## src/common/uart_pkg.sv

```systemverilog
package uart_pkg;

        // serial byte and bus widths.
        typedef logic [7:0]  uart_byte_t;
        typedef logic [3:0]  axil_addr_t;
        typedef logic [31:0] axil_word_t;

        // register byte offsets.
        localparam axil_addr_t reg_txdata = 4'h0;
        localparam axil_addr_t reg_rxdata = 4'h4;
        localparam axil_addr_t reg_status = 4'h8;

        // status word bit positions.
        localparam int st_rx_valid  = 0;
        localparam int st_tx_busy   = 1;
        localparam int st_overrun   = 2;
        localparam int st_frame_err = 3;

        typedef logic [1:0] axil_resp_t;
        localparam axil_resp_t okay   = 2'b00;
        localparam axil_resp_t slverr = 2'b10;

        typedef struct packed {
                logic       awvalid;
                axil_addr_t awaddr;
                logic       wvalid;
                axil_word_t wdata;
                logic       bready;
                logic       arvalid;
                axil_addr_t araddr;
                logic       rready;
        } axil_req_t;

        typedef struct packed {
                logic       awready;
                logic       wready;
                logic       bvalid;
                axil_resp_t bresp;
                logic       arready;
                logic       rvalid;
                axil_word_t rdata;
                axil_resp_t rresp;
        } axil_rsp_t;

        // done is high for one cycle per received frame.
        typedef struct packed {
                logic       done;
                uart_byte_t data;
                logic       frame_err;
        } rx_event_t;

endpackage

```

## src/rtl/uart_rx.sv

```systemverilog
`timescale 1ns/1ns

module uart_rx #(
        parameter int clks_per_bit = 16
) (
        input  logic                clk,
        input  logic                arst_n,
        input  logic                rx,
        output uart_pkg::rx_event_t rx_evt
);
        import uart_pkg::*;

        localparam int cnt_w = (clks_per_bit > 1) ? $clog2(clks_per_bit) : 1;

        typedef logic [cnt_w-1:0] cnt_t;

        localparam cnt_t full_bit = cnt_t'(clks_per_bit - 1);
        localparam cnt_t half_bit = cnt_t'(clks_per_bit / 2 - 1);

        typedef enum logic [1:0] {
                s_idle,
                s_start,
                s_data,
                s_stop
        } rx_state_t;

        rx_state_t  state;
        cnt_t       cnt;
        logic [2:0] bit_cnt;
        logic       rx_meta;
        logic       rx_sync;
        logic       rx_prev;
        logic       done_q;
        logic       ferr_q;
        uart_byte_t shift_q;

        // two-stage synchroniser plus one delay for edge detect.
        always_ff @(posedge clk or negedge arst_n)
        begin
                if (!arst_n)
                begin
                        rx_meta <= 1'b1;
                        rx_sync <= 1'b1;
                        rx_prev <= 1'b1;
                end
                else
                begin
                        rx_meta <= rx;
                        rx_sync <= rx_meta;
                        rx_prev <= rx_sync;
                end
        end

        always_ff @(posedge clk or negedge arst_n)
        begin
                if (!arst_n)
                begin
                        state   <= s_idle;
                        cnt     <= '0;
                        bit_cnt <= '0;
                        done_q  <= 1'b0;
                end
                else
                begin
                        done_q <= 1'b0;
                        case (state)
                        s_idle:
                                if (rx_prev && !rx_sync)
                                begin
                                        state <= s_start;
                                        cnt   <= '0;
                                end
                        s_start:
                                if (cnt == half_bit)
                                begin
                                        cnt     <= '0;
                                        bit_cnt <= '0;
                                        // high at the centre means a glitch.
                                        state   <= rx_sync ? s_idle : s_data;
                                end
                                else
                                        cnt <= cnt + cnt_t'(1);
                        s_data:
                                if (cnt == full_bit)
                                begin
                                        cnt     <= '0;
                                        bit_cnt <= bit_cnt + 3'd1;
                                        if (bit_cnt == 3'd7)
                                                state <= s_stop;
                                end
                                else
                                        cnt <= cnt + cnt_t'(1);
                        s_stop:
                                if (cnt == full_bit)
                                begin
                                        cnt    <= '0;
                                        done_q <= 1'b1;
                                        state  <= s_idle;
                                end
                                else
                                        cnt <= cnt + cnt_t'(1);
                        default:
                                state <= s_idle;
                        endcase
                end
        end

        // lsb arrives first.
        always_ff @(posedge clk)
        begin
                if (state == s_data && cnt == full_bit)
                        shift_q <= {rx_sync, shift_q[7:1]};
                if (state == s_stop && cnt == full_bit)
                        ferr_q <= !rx_sync;
        end

        always_comb
        begin
                rx_evt.done      = done_q;
                rx_evt.data      = shift_q;
                rx_evt.frame_err = ferr_q;
        end

endmodule

```

## src/rtl/uart_tx.sv

```systemverilog
`timescale 1ns/1ns

module uart_tx #(
        parameter int clks_per_bit = 16
) (
        input  logic                 clk,
        input  logic                 arst_n,
        input  logic                 tx_start,
        input  uart_pkg::uart_byte_t tx_data,
        output logic                 tx,
        output logic                 tx_busy
);

        localparam int cnt_w = (clks_per_bit > 1) ? $clog2(clks_per_bit) : 1;

        typedef logic [cnt_w-1:0] cnt_t;

        localparam cnt_t full_bit = cnt_t'(clks_per_bit - 1);

        typedef enum logic [1:0] {
                s_idle,
                s_start,
                s_data,
                s_stop
        } tx_state_t;

        tx_state_t  state;
        cnt_t       cnt;
        logic [2:0] bit_cnt;
        logic [9:0] frame_q;

        // bit 0 of the frame is always on the line.
        assign tx = frame_q[0];

        always_ff @(posedge clk or negedge arst_n)
        begin
                if (!arst_n)
                begin
                        state   <= s_idle;
                        cnt     <= '0;
                        bit_cnt <= '0;
                        frame_q <= '1;
                        tx_busy <= 1'b0;
                end
                else
                begin
                        case (state)
                        s_idle:
                                if (tx_start)
                                begin
                                        frame_q <= {1'b1, tx_data, 1'b0};
                                        cnt     <= '0;
                                        tx_busy <= 1'b1;
                                        state   <= s_start;
                                end
                        s_start:
                                if (cnt == full_bit)
                                begin
                                        cnt     <= '0;
                                        bit_cnt <= '0;
                                        frame_q <= {1'b1, frame_q[9:1]};
                                        state   <= s_data;
                                end
                                else
                                        cnt <= cnt + cnt_t'(1);
                        s_data:
                                if (cnt == full_bit)
                                begin
                                        cnt     <= '0;
                                        bit_cnt <= bit_cnt + 3'd1;
                                        frame_q <= {1'b1, frame_q[9:1]};
                                        if (bit_cnt == 3'd7)
                                                state <= s_stop;
                                end
                                else
                                        cnt <= cnt + cnt_t'(1);
                        s_stop:
                                if (cnt == full_bit)
                                begin
                                        cnt     <= '0;
                                        frame_q <= '1;
                                        tx_busy <= 1'b0;
                                        state   <= s_idle;
                                end
                                else
                                        cnt <= cnt + cnt_t'(1);
                        default:
                                state <= s_idle;
                        endcase
                end
        end

endmodule

```

## src/rtl/uart_regs.sv

```systemverilog
`timescale 1ns/1ns

module uart_regs (
        input  logic                 clk,
        input  logic                 arst_n,
        input  uart_pkg::axil_req_t  axi_req,
        output uart_pkg::axil_rsp_t  axi_rsp,
        input  uart_pkg::rx_event_t  rx_evt,
        output logic                 tx_start,
        output uart_pkg::uart_byte_t tx_data,
        input  logic                 tx_busy
);
        import uart_pkg::*;

        logic       wr_accept;
        logic       rd_accept;
        logic       wr_ok;
        logic       rd_rxdata;
        logic       rd_status;
        logic       bvalid_q;
        logic       rvalid_q;
        axil_resp_t bresp_q;
        axil_resp_t rresp_q;
        axil_word_t rdata_q;
        axil_word_t rd_word;
        axil_resp_t rd_resp;
        axil_word_t status_word;
        uart_byte_t rx_byte;
        logic       rx_valid;
        logic       overrun;
        logic       frame_err;

        // a pending response blocks the next request.
        assign wr_accept = axi_req.awvalid && axi_req.wvalid && !bvalid_q;
        assign rd_accept = axi_req.arvalid && !rvalid_q;

        // only txdata is writable, and only while idle.
        assign wr_ok     = (axi_req.awaddr == reg_txdata) && !tx_busy;
        assign rd_rxdata = rd_accept && (axi_req.araddr == reg_rxdata);
        assign rd_status = rd_accept && (axi_req.araddr == reg_status);

        always_comb
        begin
                status_word               = '0;
                status_word[st_rx_valid]  = rx_valid;
                status_word[st_tx_busy]   = tx_busy;
                status_word[st_overrun]   = overrun;
                status_word[st_frame_err] = frame_err;
        end

        always_comb
        begin
                rd_word = '0;
                rd_resp = slverr;
                case (axi_req.araddr)
                reg_rxdata:
                begin
                        rd_word = axil_word_t'(rx_byte);
                        rd_resp = okay;
                end
                reg_status:
                begin
                        rd_word = status_word;
                        rd_resp = okay;
                end
                default:
                        rd_resp = slverr;
                endcase
        end

        always_comb
        begin
                axi_rsp.awready = wr_accept;
                axi_rsp.wready  = wr_accept;
                axi_rsp.bvalid  = bvalid_q;
                axi_rsp.bresp   = bresp_q;
                axi_rsp.arready = rd_accept;
                axi_rsp.rvalid  = rvalid_q;
                axi_rsp.rdata   = rdata_q;
                axi_rsp.rresp   = rresp_q;
        end

        always_ff @(posedge clk or negedge arst_n)
        begin
                if (!arst_n)
                begin
                        bvalid_q <= 1'b0;
                        rvalid_q <= 1'b0;
                        tx_start <= 1'b0;
                end
                else
                begin
                        tx_start <= wr_accept && wr_ok;
                        if (wr_accept)
                                bvalid_q <= 1'b1;
                        else if (axi_req.bready)
                                bvalid_q <= 1'b0;
                        if (rd_accept)
                                rvalid_q <= 1'b1;
                        else if (axi_req.rready)
                                rvalid_q <= 1'b0;
                end
        end

        always_ff @(posedge clk)
        begin
                if (wr_accept)
                        bresp_q <= wr_ok ? okay : slverr;
                if (wr_accept && wr_ok)
                        tx_data <= axi_req.wdata[7:0];
                if (rd_accept)
                begin
                        rdata_q <= rd_word;
                        rresp_q <= rd_resp;
                end
                if (rx_evt.done)
                        rx_byte <= rx_evt.data;
        end

        // a new frame wins over a clearing read in the same cycle.
        always_ff @(posedge clk or negedge arst_n)
        begin
                if (!arst_n)
                begin
                        rx_valid  <= 1'b0;
                        overrun   <= 1'b0;
                        frame_err <= 1'b0;
                end
                else
                begin
                        if (rd_rxdata)
                                rx_valid <= 1'b0;
                        if (rd_status)
                        begin
                                overrun   <= 1'b0;
                                frame_err <= 1'b0;
                        end
                        if (rx_evt.done)
                        begin
                                rx_valid <= 1'b1;
                                // old byte is still unread.
                                if (rx_valid && !rd_rxdata)
                                        overrun <= 1'b1;
                                if (rx_evt.frame_err)
                                        frame_err <= 1'b1;
                        end
                end
        end

endmodule

```

## src/rtl/uart_top.sv

```systemverilog
`timescale 1ns/1ns

module uart_top #(
        parameter int clks_per_bit = 16
) (
        input  logic                clk,
        input  logic                arst_n,
        input  uart_pkg::axil_req_t axi_req,
        output uart_pkg::axil_rsp_t axi_rsp,
        input  logic                rx,
        output logic                tx
);
        import uart_pkg::*;

        rx_event_t  rx_evt;
        logic       tx_start;
        uart_byte_t tx_data;
        logic       tx_busy;

        uart_rx #(
                .clks_per_bit (clks_per_bit)
        ) u_rx (
                .clk    (clk),
                .arst_n (arst_n),
                .rx     (rx),
                .rx_evt (rx_evt)
        );

        uart_tx #(
                .clks_per_bit (clks_per_bit)
        ) u_tx (
                .clk      (clk),
                .arst_n   (arst_n),
                .tx_start (tx_start),
                .tx_data  (tx_data),
                .tx       (tx),
                .tx_busy  (tx_busy)
        );

        // bus side, joins both directions.
        uart_regs u_regs (
                .clk      (clk),
                .arst_n   (arst_n),
                .axi_req  (axi_req),
                .axi_rsp  (axi_rsp),
                .rx_evt   (rx_evt),
                .tx_start (tx_start),
                .tx_data  (tx_data),
                .tx_busy  (tx_busy)
        );

endmodule

```

## config.mk

```make
export PLATFORM = sky130hd
export DESIGN_NAME = uart_top
export DESIGN_NICKNAME = d
export VERILOG_FILES = /design/src/common/uart_pkg.sv /design/src/rtl/uart_rx.sv /design/src/rtl/uart_tx.sv /design/src/rtl/uart_regs.sv /design/src/rtl/uart_top.sv
export SDC_FILE = /design/constraint.sdc
export NUM_CORES = 1
export LEC_CHECK = 0
export BUFFER_PORTS_ARGS = -buffer_cell sky130_fd_sc_hd__buf_4
export CAP_MARGIN = 30
export CORE_MARGIN = 5
export CORE_UTILIZATION = 49
export CTS_BUF_LIST = sky130_fd_sc_hd__clkbuf_8
export CTS_CLUSTER_DIAMETER = 200
export DETAILED_ROUTE_END_ITERATION = 10
export PLACE_DENSITY = 0.78
export SYNTH_ARGS = -nofsm -noshare
export SYNTH_HDL_FRONTEND = slang
export SYNTH_SLANG_ARGS = --single-unit
```

## constraint.sdc

```tcl
create_clock -name clk -period 1.8 [get_ports clk]
set_clock_uncertainty 0.15 [all_clocks]
set_input_delay 0.18 -clock clk [delete_from_list [all_inputs] [get_ports clk]]
set_output_delay 0.18 -clock clk [all_outputs]
set_load 0.02 [all_outputs]
```

Yosys cells after proc, flatten, opt, wreduce, memory -nomap -nowiden
Cells that the tools add are included.
{ "totals": {"register_bits": 100, "latchBits": 0, "mem_bits_rw": 0, "rom_bits": 0, "output_inout_bits": 42, "elab_cells": 138, "mem_count": 0} }
{ "op_classes": {"add_sub_neg": 4, "mul": 0, "n_div": 0, "order_cmp": 0, "eq_ne": 24, "shift": 0, "n_mux": 50, "n_bitwise": 0, "n_reduce_logical": 35} }
{ "ops": {"columns": ["operator", "n"], "rows": [
  ["10-bit two-way mux", 3],
  ["10-bit case mux with 3 select lines", 1],
  ["2-bit two-way mux", 13],
  ["2-bit by 1-bit != test with 1-bit output, second input constant", 11],
  ["4-bit two-way mux", 5],
  ["1-bit two-way mux", 16],
  ["2-bit case mux with 4 select lines", 2],
  ["8-bit case mux with 2 select lines", 1],
  ["4-bit == test, second input constant", 3],
  ["3-bit two-way mux", 4],
  ["3-bit case mux with 2 select lines", 2],
  ["4-bit case mux with 3 select lines", 1],
  ["3-bit AND reduction", 4],
  ["2-bit nonzero test", 6],
  ["1-bit logical AND", 11],
  ["5-bit AND reduction", 2],
  ["4-bit by 1-bit adder with 4-bit output, second input constant", 2],
  ["2-bit == test, second input constant", 4],
  ["4-bit by 3-bit == test with 1-bit output, second input constant", 2],
  ["4-bit case mux with 2 select lines", 1],
  ["3-bit by 1-bit adder with 3-bit output, second input constant", 2],
  ["3-bit == test, second input constant", 2],
  ["2-bit OR reduction", 3],
  ["1-bit logical NOT", 5],
  ["other kinds (5)", 7]
]} }

Logic depth before layout (Yosys ltp)
{ "logic_depth": {"word_depth": 7, "mapped_depth": 7, "depth_no_buf": 6} }

By module
A second synthesis with hierarchy kept.
{ "unflattened": {"hier_cells": 273, "hier_area_um2": 3417.0} }
{ "modules_own_cells": {"columns": ["module", "n_inst", "cells_per_inst", "area_each_um2", "seq_area_each_um2"], "rows": [
  ["uart_regs", 1, 91, 1358.8, 930.9],
  ["uart_tx", 1, 107, 1097.3, 486.7],
  ["uart_rx", 1, 75, 960.9, 599.3]
]} }

Worst setup path before layout
Ideal clock, no wire load.
{ "synth_path": {"path_kind": "reg-to-reg", "start": "reg u_rx.state[0]", "end": "reg with a tool-made name", "setup_ns": 0.079, "arrival_time_ns": 1.535, "slack_ns": 0.036, "stages_incl_launch_ff": 7, "path_buffers": 0, "period_less_slack_ns": 1.764, "path_cell_list": "dfrtp_1 inv_1 ha_1 and4bb_1 a211o_2 nand4b_2 mux2i_1"} }
{ "synth_lines": {"columns": ["item", "line_no", "rtl"], "rows": [
  ["start, declared", "uart_rx.sv:27", "rx_state_t state;"],
  ["start signal, assigned", "uart_rx.sv:58", "state <= s_idle;"],
  ["start signal, assigned", "uart_rx.sv:70", "state <= s_start;"],
  ["start signal, assigned", "uart_rx.sv:79", "state <= rx_sync ? s_idle : s_data;"]
]} }

==> impl_metrics.ini <==
[power_and_ir_drop]
vdd_drop_max_mv = 0.8085
power.switching_mw = 2.032
total_power_mw = 6.075
p_int_mw = 4.043
combPwrFrac_pct = 37.6
cellPowerDensity_nw_per_um2 = 1433
power_frac_clock_pct = 25.7
p_sw_share_pct = 33.45
seqPwrFrac_pct = 36.7
p_leak_nw = 1.853

[worst_setup_path]
r2r_setup_slack_ns = 0.06
required_ns = 1.92
crit_path_max_fanout = 5
cp-start-kind = register
crit_path_end_kind = register
criticalPathCategory = reg -> reg
cp.arrival_ns = 1.86

[routing]
ant_nets = 0
drt_pass1_iterations = 4
wire_per_inst_um = 14.11
route.detailed.drc = 0
viasPerCell = 4.979
wl_mm = 6.110
num_vias = 2156
first_iter_violations = 86

[cells_and_area]
diodes = 0
final_util_pct = 63.11
final_cells = 433
nNetsFinal = 411
final_common_cell = buf_4
layout-drive-gt1-share_pct = 32.29
area_growth_pct = 26.50
most-common-layout-cells = buf_4, edfxtp_1, conb_1

[global_route]
grt_usage_pct = 14.99
grt_max_degree = 39
grt-ovfl-total = 0
grt_pass1_wl_mm = 9.977
grt_antenna_before_repair = 0
grt_pass1_vias = 2135

[placement]
place_congestion = 0.8093
io_buffers = 39
dp_cells = 397
dpl.hpwl_mm = 4.102

[logic_synthesis]
synth-edff-count = 35
yosysWarnings = 0
ys_seq_elements = 73
netlist_instances = 269
avgSynthCellArea_um2 = 12.46
synth_cell_types = 43
synthFlopType = edfxtp_1
async_flop_share_pct = 52.05
netlist_area_um2 = 3352
synth-seq-area-share_pct = 60.17

[clocking]
cts.sinks = 73
cts.clk_slew.worst_paths_ns = 0.08
cts_root_buf = clkbuf_8
cts_tree = done
clk_path_buf_depth = 2
clock_latency_ns = 0.35
htreeDepth = 3
cts_made_buffers = 9

[floorplanning]
num_rows = 30
io_pins = 90
start_util_pct = 49.89
die_area_um2 = 8595
core_region_area_um2 = 6719
die_height_um = 92.71
die_x_um = 92.71

[timing]
final-setup-viol-count = 0
fin_crit_sh_pct = 96.47
period_needed_ns = 1.737
max_clock_freq_mhz = 575.9
drv_slew = 0
hold_slack_ns = 0.02117
timing.final.hold_violations = 0

[hold_path]
hold_class = in -> reg

[run]
maxCapViolCount = 0

[outcome]
status = completed
flip-flops by register name, indices dropped and copies added (netlist names), 2 cells and up, named ones only:
signal / flops
u_tx.frame_q: 9
u_regs.rdata_q: 8
u_tx.cnt: 4
u_regs.tx_data: 8
u_rx.shift_q: 8
u_regs.rx_byte: 8
u_tx.state: 2
u_tx.bit_cnt: 3
u_rx.bit_cnt: 3
u_rx.cnt: 4
cells in the mapped netlist (2+ instances only):
cell,n,share of area (%)
dfrtp_1,26,19
nor2_1,16,1.8
nor4b_4,2,1.4
dfstp_2,12,9.4
nand3b_1,2,0.45
clkbuf_1,4,0.45
inv_1,9,1.0
mux2_2,3,1.0
a21o_1,2,0.45
o31ai_2,2,0.75
a21oi_1,18,2.7
o31ai_1,4,0.90
a22o_1,8,2.1
o21ai_0,16,2.4
a32o_1,3,0.90
ha_1,15,5.6
nor2b_1,3,0.56
mux2i_1,2,0.60
nand2b_1,2,0.37
nand3_1,3,0.45
nand2_1,23,2.6
edfxtp_1,35,31
nor3_1,4,0.60
buf_4,33,7.4
and2_1,4,0.75
final timing paths:
path / endpoint / cells past startpoint / startpoint
setup / recovery: register / 6 / u_rx.state[0]$_DFFE_PN0P_
hold / removal: u_regs.rresp_q[1]$_DFFE_PN_ / 3 / axi_req[3]
setup reg to reg: register / 6 / u_rx.state[0]$_DFFE_PN0P_
hold reg to reg: u_rx.rx_sync$_DFF_PN1_ / 0 / u_rx.rx_meta$_DFF_PN1_
max in group asynchronous: u_rx.state[0]$_DFFE_PN0P_ / 2 / arst_n
min in group asynchronous: u_tx.cnt[0]$_DFFE_PN0N_ / 2 / arst_n
cell families after synthesis:
kind of cell,after synthesis,synth area share (%)
xor+xnor,1,0.2613
flops,73,60.17
compound gates,59,11.80
simple gates,68,11.46
mux,5,1.605
other cells,1,0.1119
fa+ha+maj,15,5.599
buf+inv,47,8.996
worst max-delay path, cell delays in order (launching register included):
cell	delay, ns
dfrtp_2	0.45
inv_2	0.09
ha_4	0.14
and4bb_1	0.19
a211o_4	0.36
nand4b_2	0.09
mux2i_1	0.18
stage by stage:
stage,setup TNS (ns),instance area [um^2],worst slack [ns]
6_report,0,4240,0.06346
5_1_grt,-0.01446,4240,-0.01446
4_1_cts,0,4178,0.007598
3_5_place_dp,0,3749,0.001458
3_3_place_gp,0,3749,0.03370
2_1_floorplan,0,3446,0.03611
power by group through the flow:
stage	sequential (mW)	combinational (mW)	clock [mW]
after floorplan	2.23	1.42	0
after global placement	2.22	2.02	0
after detailed placement	2.24	2.11	0
after CTS	2.21	2.19	1.59
after global routing	2.27	2.53	1.68
final	2.23	2.28	1.56
layout make-up:
| class | count | area (um^2) |
|---|---|---|
| Tap cell | 80 | 100.1 |
| Inverter | 9 | 33.78 |
| Fill cell | 501 | 2479 |
| Sequential cell | 73 | 2018 |
| Clock buffer | 9 | 123.9 |
| Multi-Input combinational cell | 174 | 1181 |
| Clock inverter | 7 | 120.1 |
| Timing Repair Buffer | 81 | 663.1 |
metal layers:
metal	track usage, %	part of all wire [%]	wire length, um	vias to the layer above
li1	-	-	-	1057
met1	18.25	42	2566	1020
met2	24.65	51	3088	66
met3	4.062	5.8	354	13
met4	7.326	1.7	102	0
met5	0	0	0	-
repair_timing:
item                       4_1_cts  5_1_grt
resized for setup                1       14
buffers inserted                 1        2
hold buffers                    17        0
hold endpoints to repair        51        0
setup endpoints to repair        1       14
pin swaps                        0        2
(Power assumes the default switching activity.)
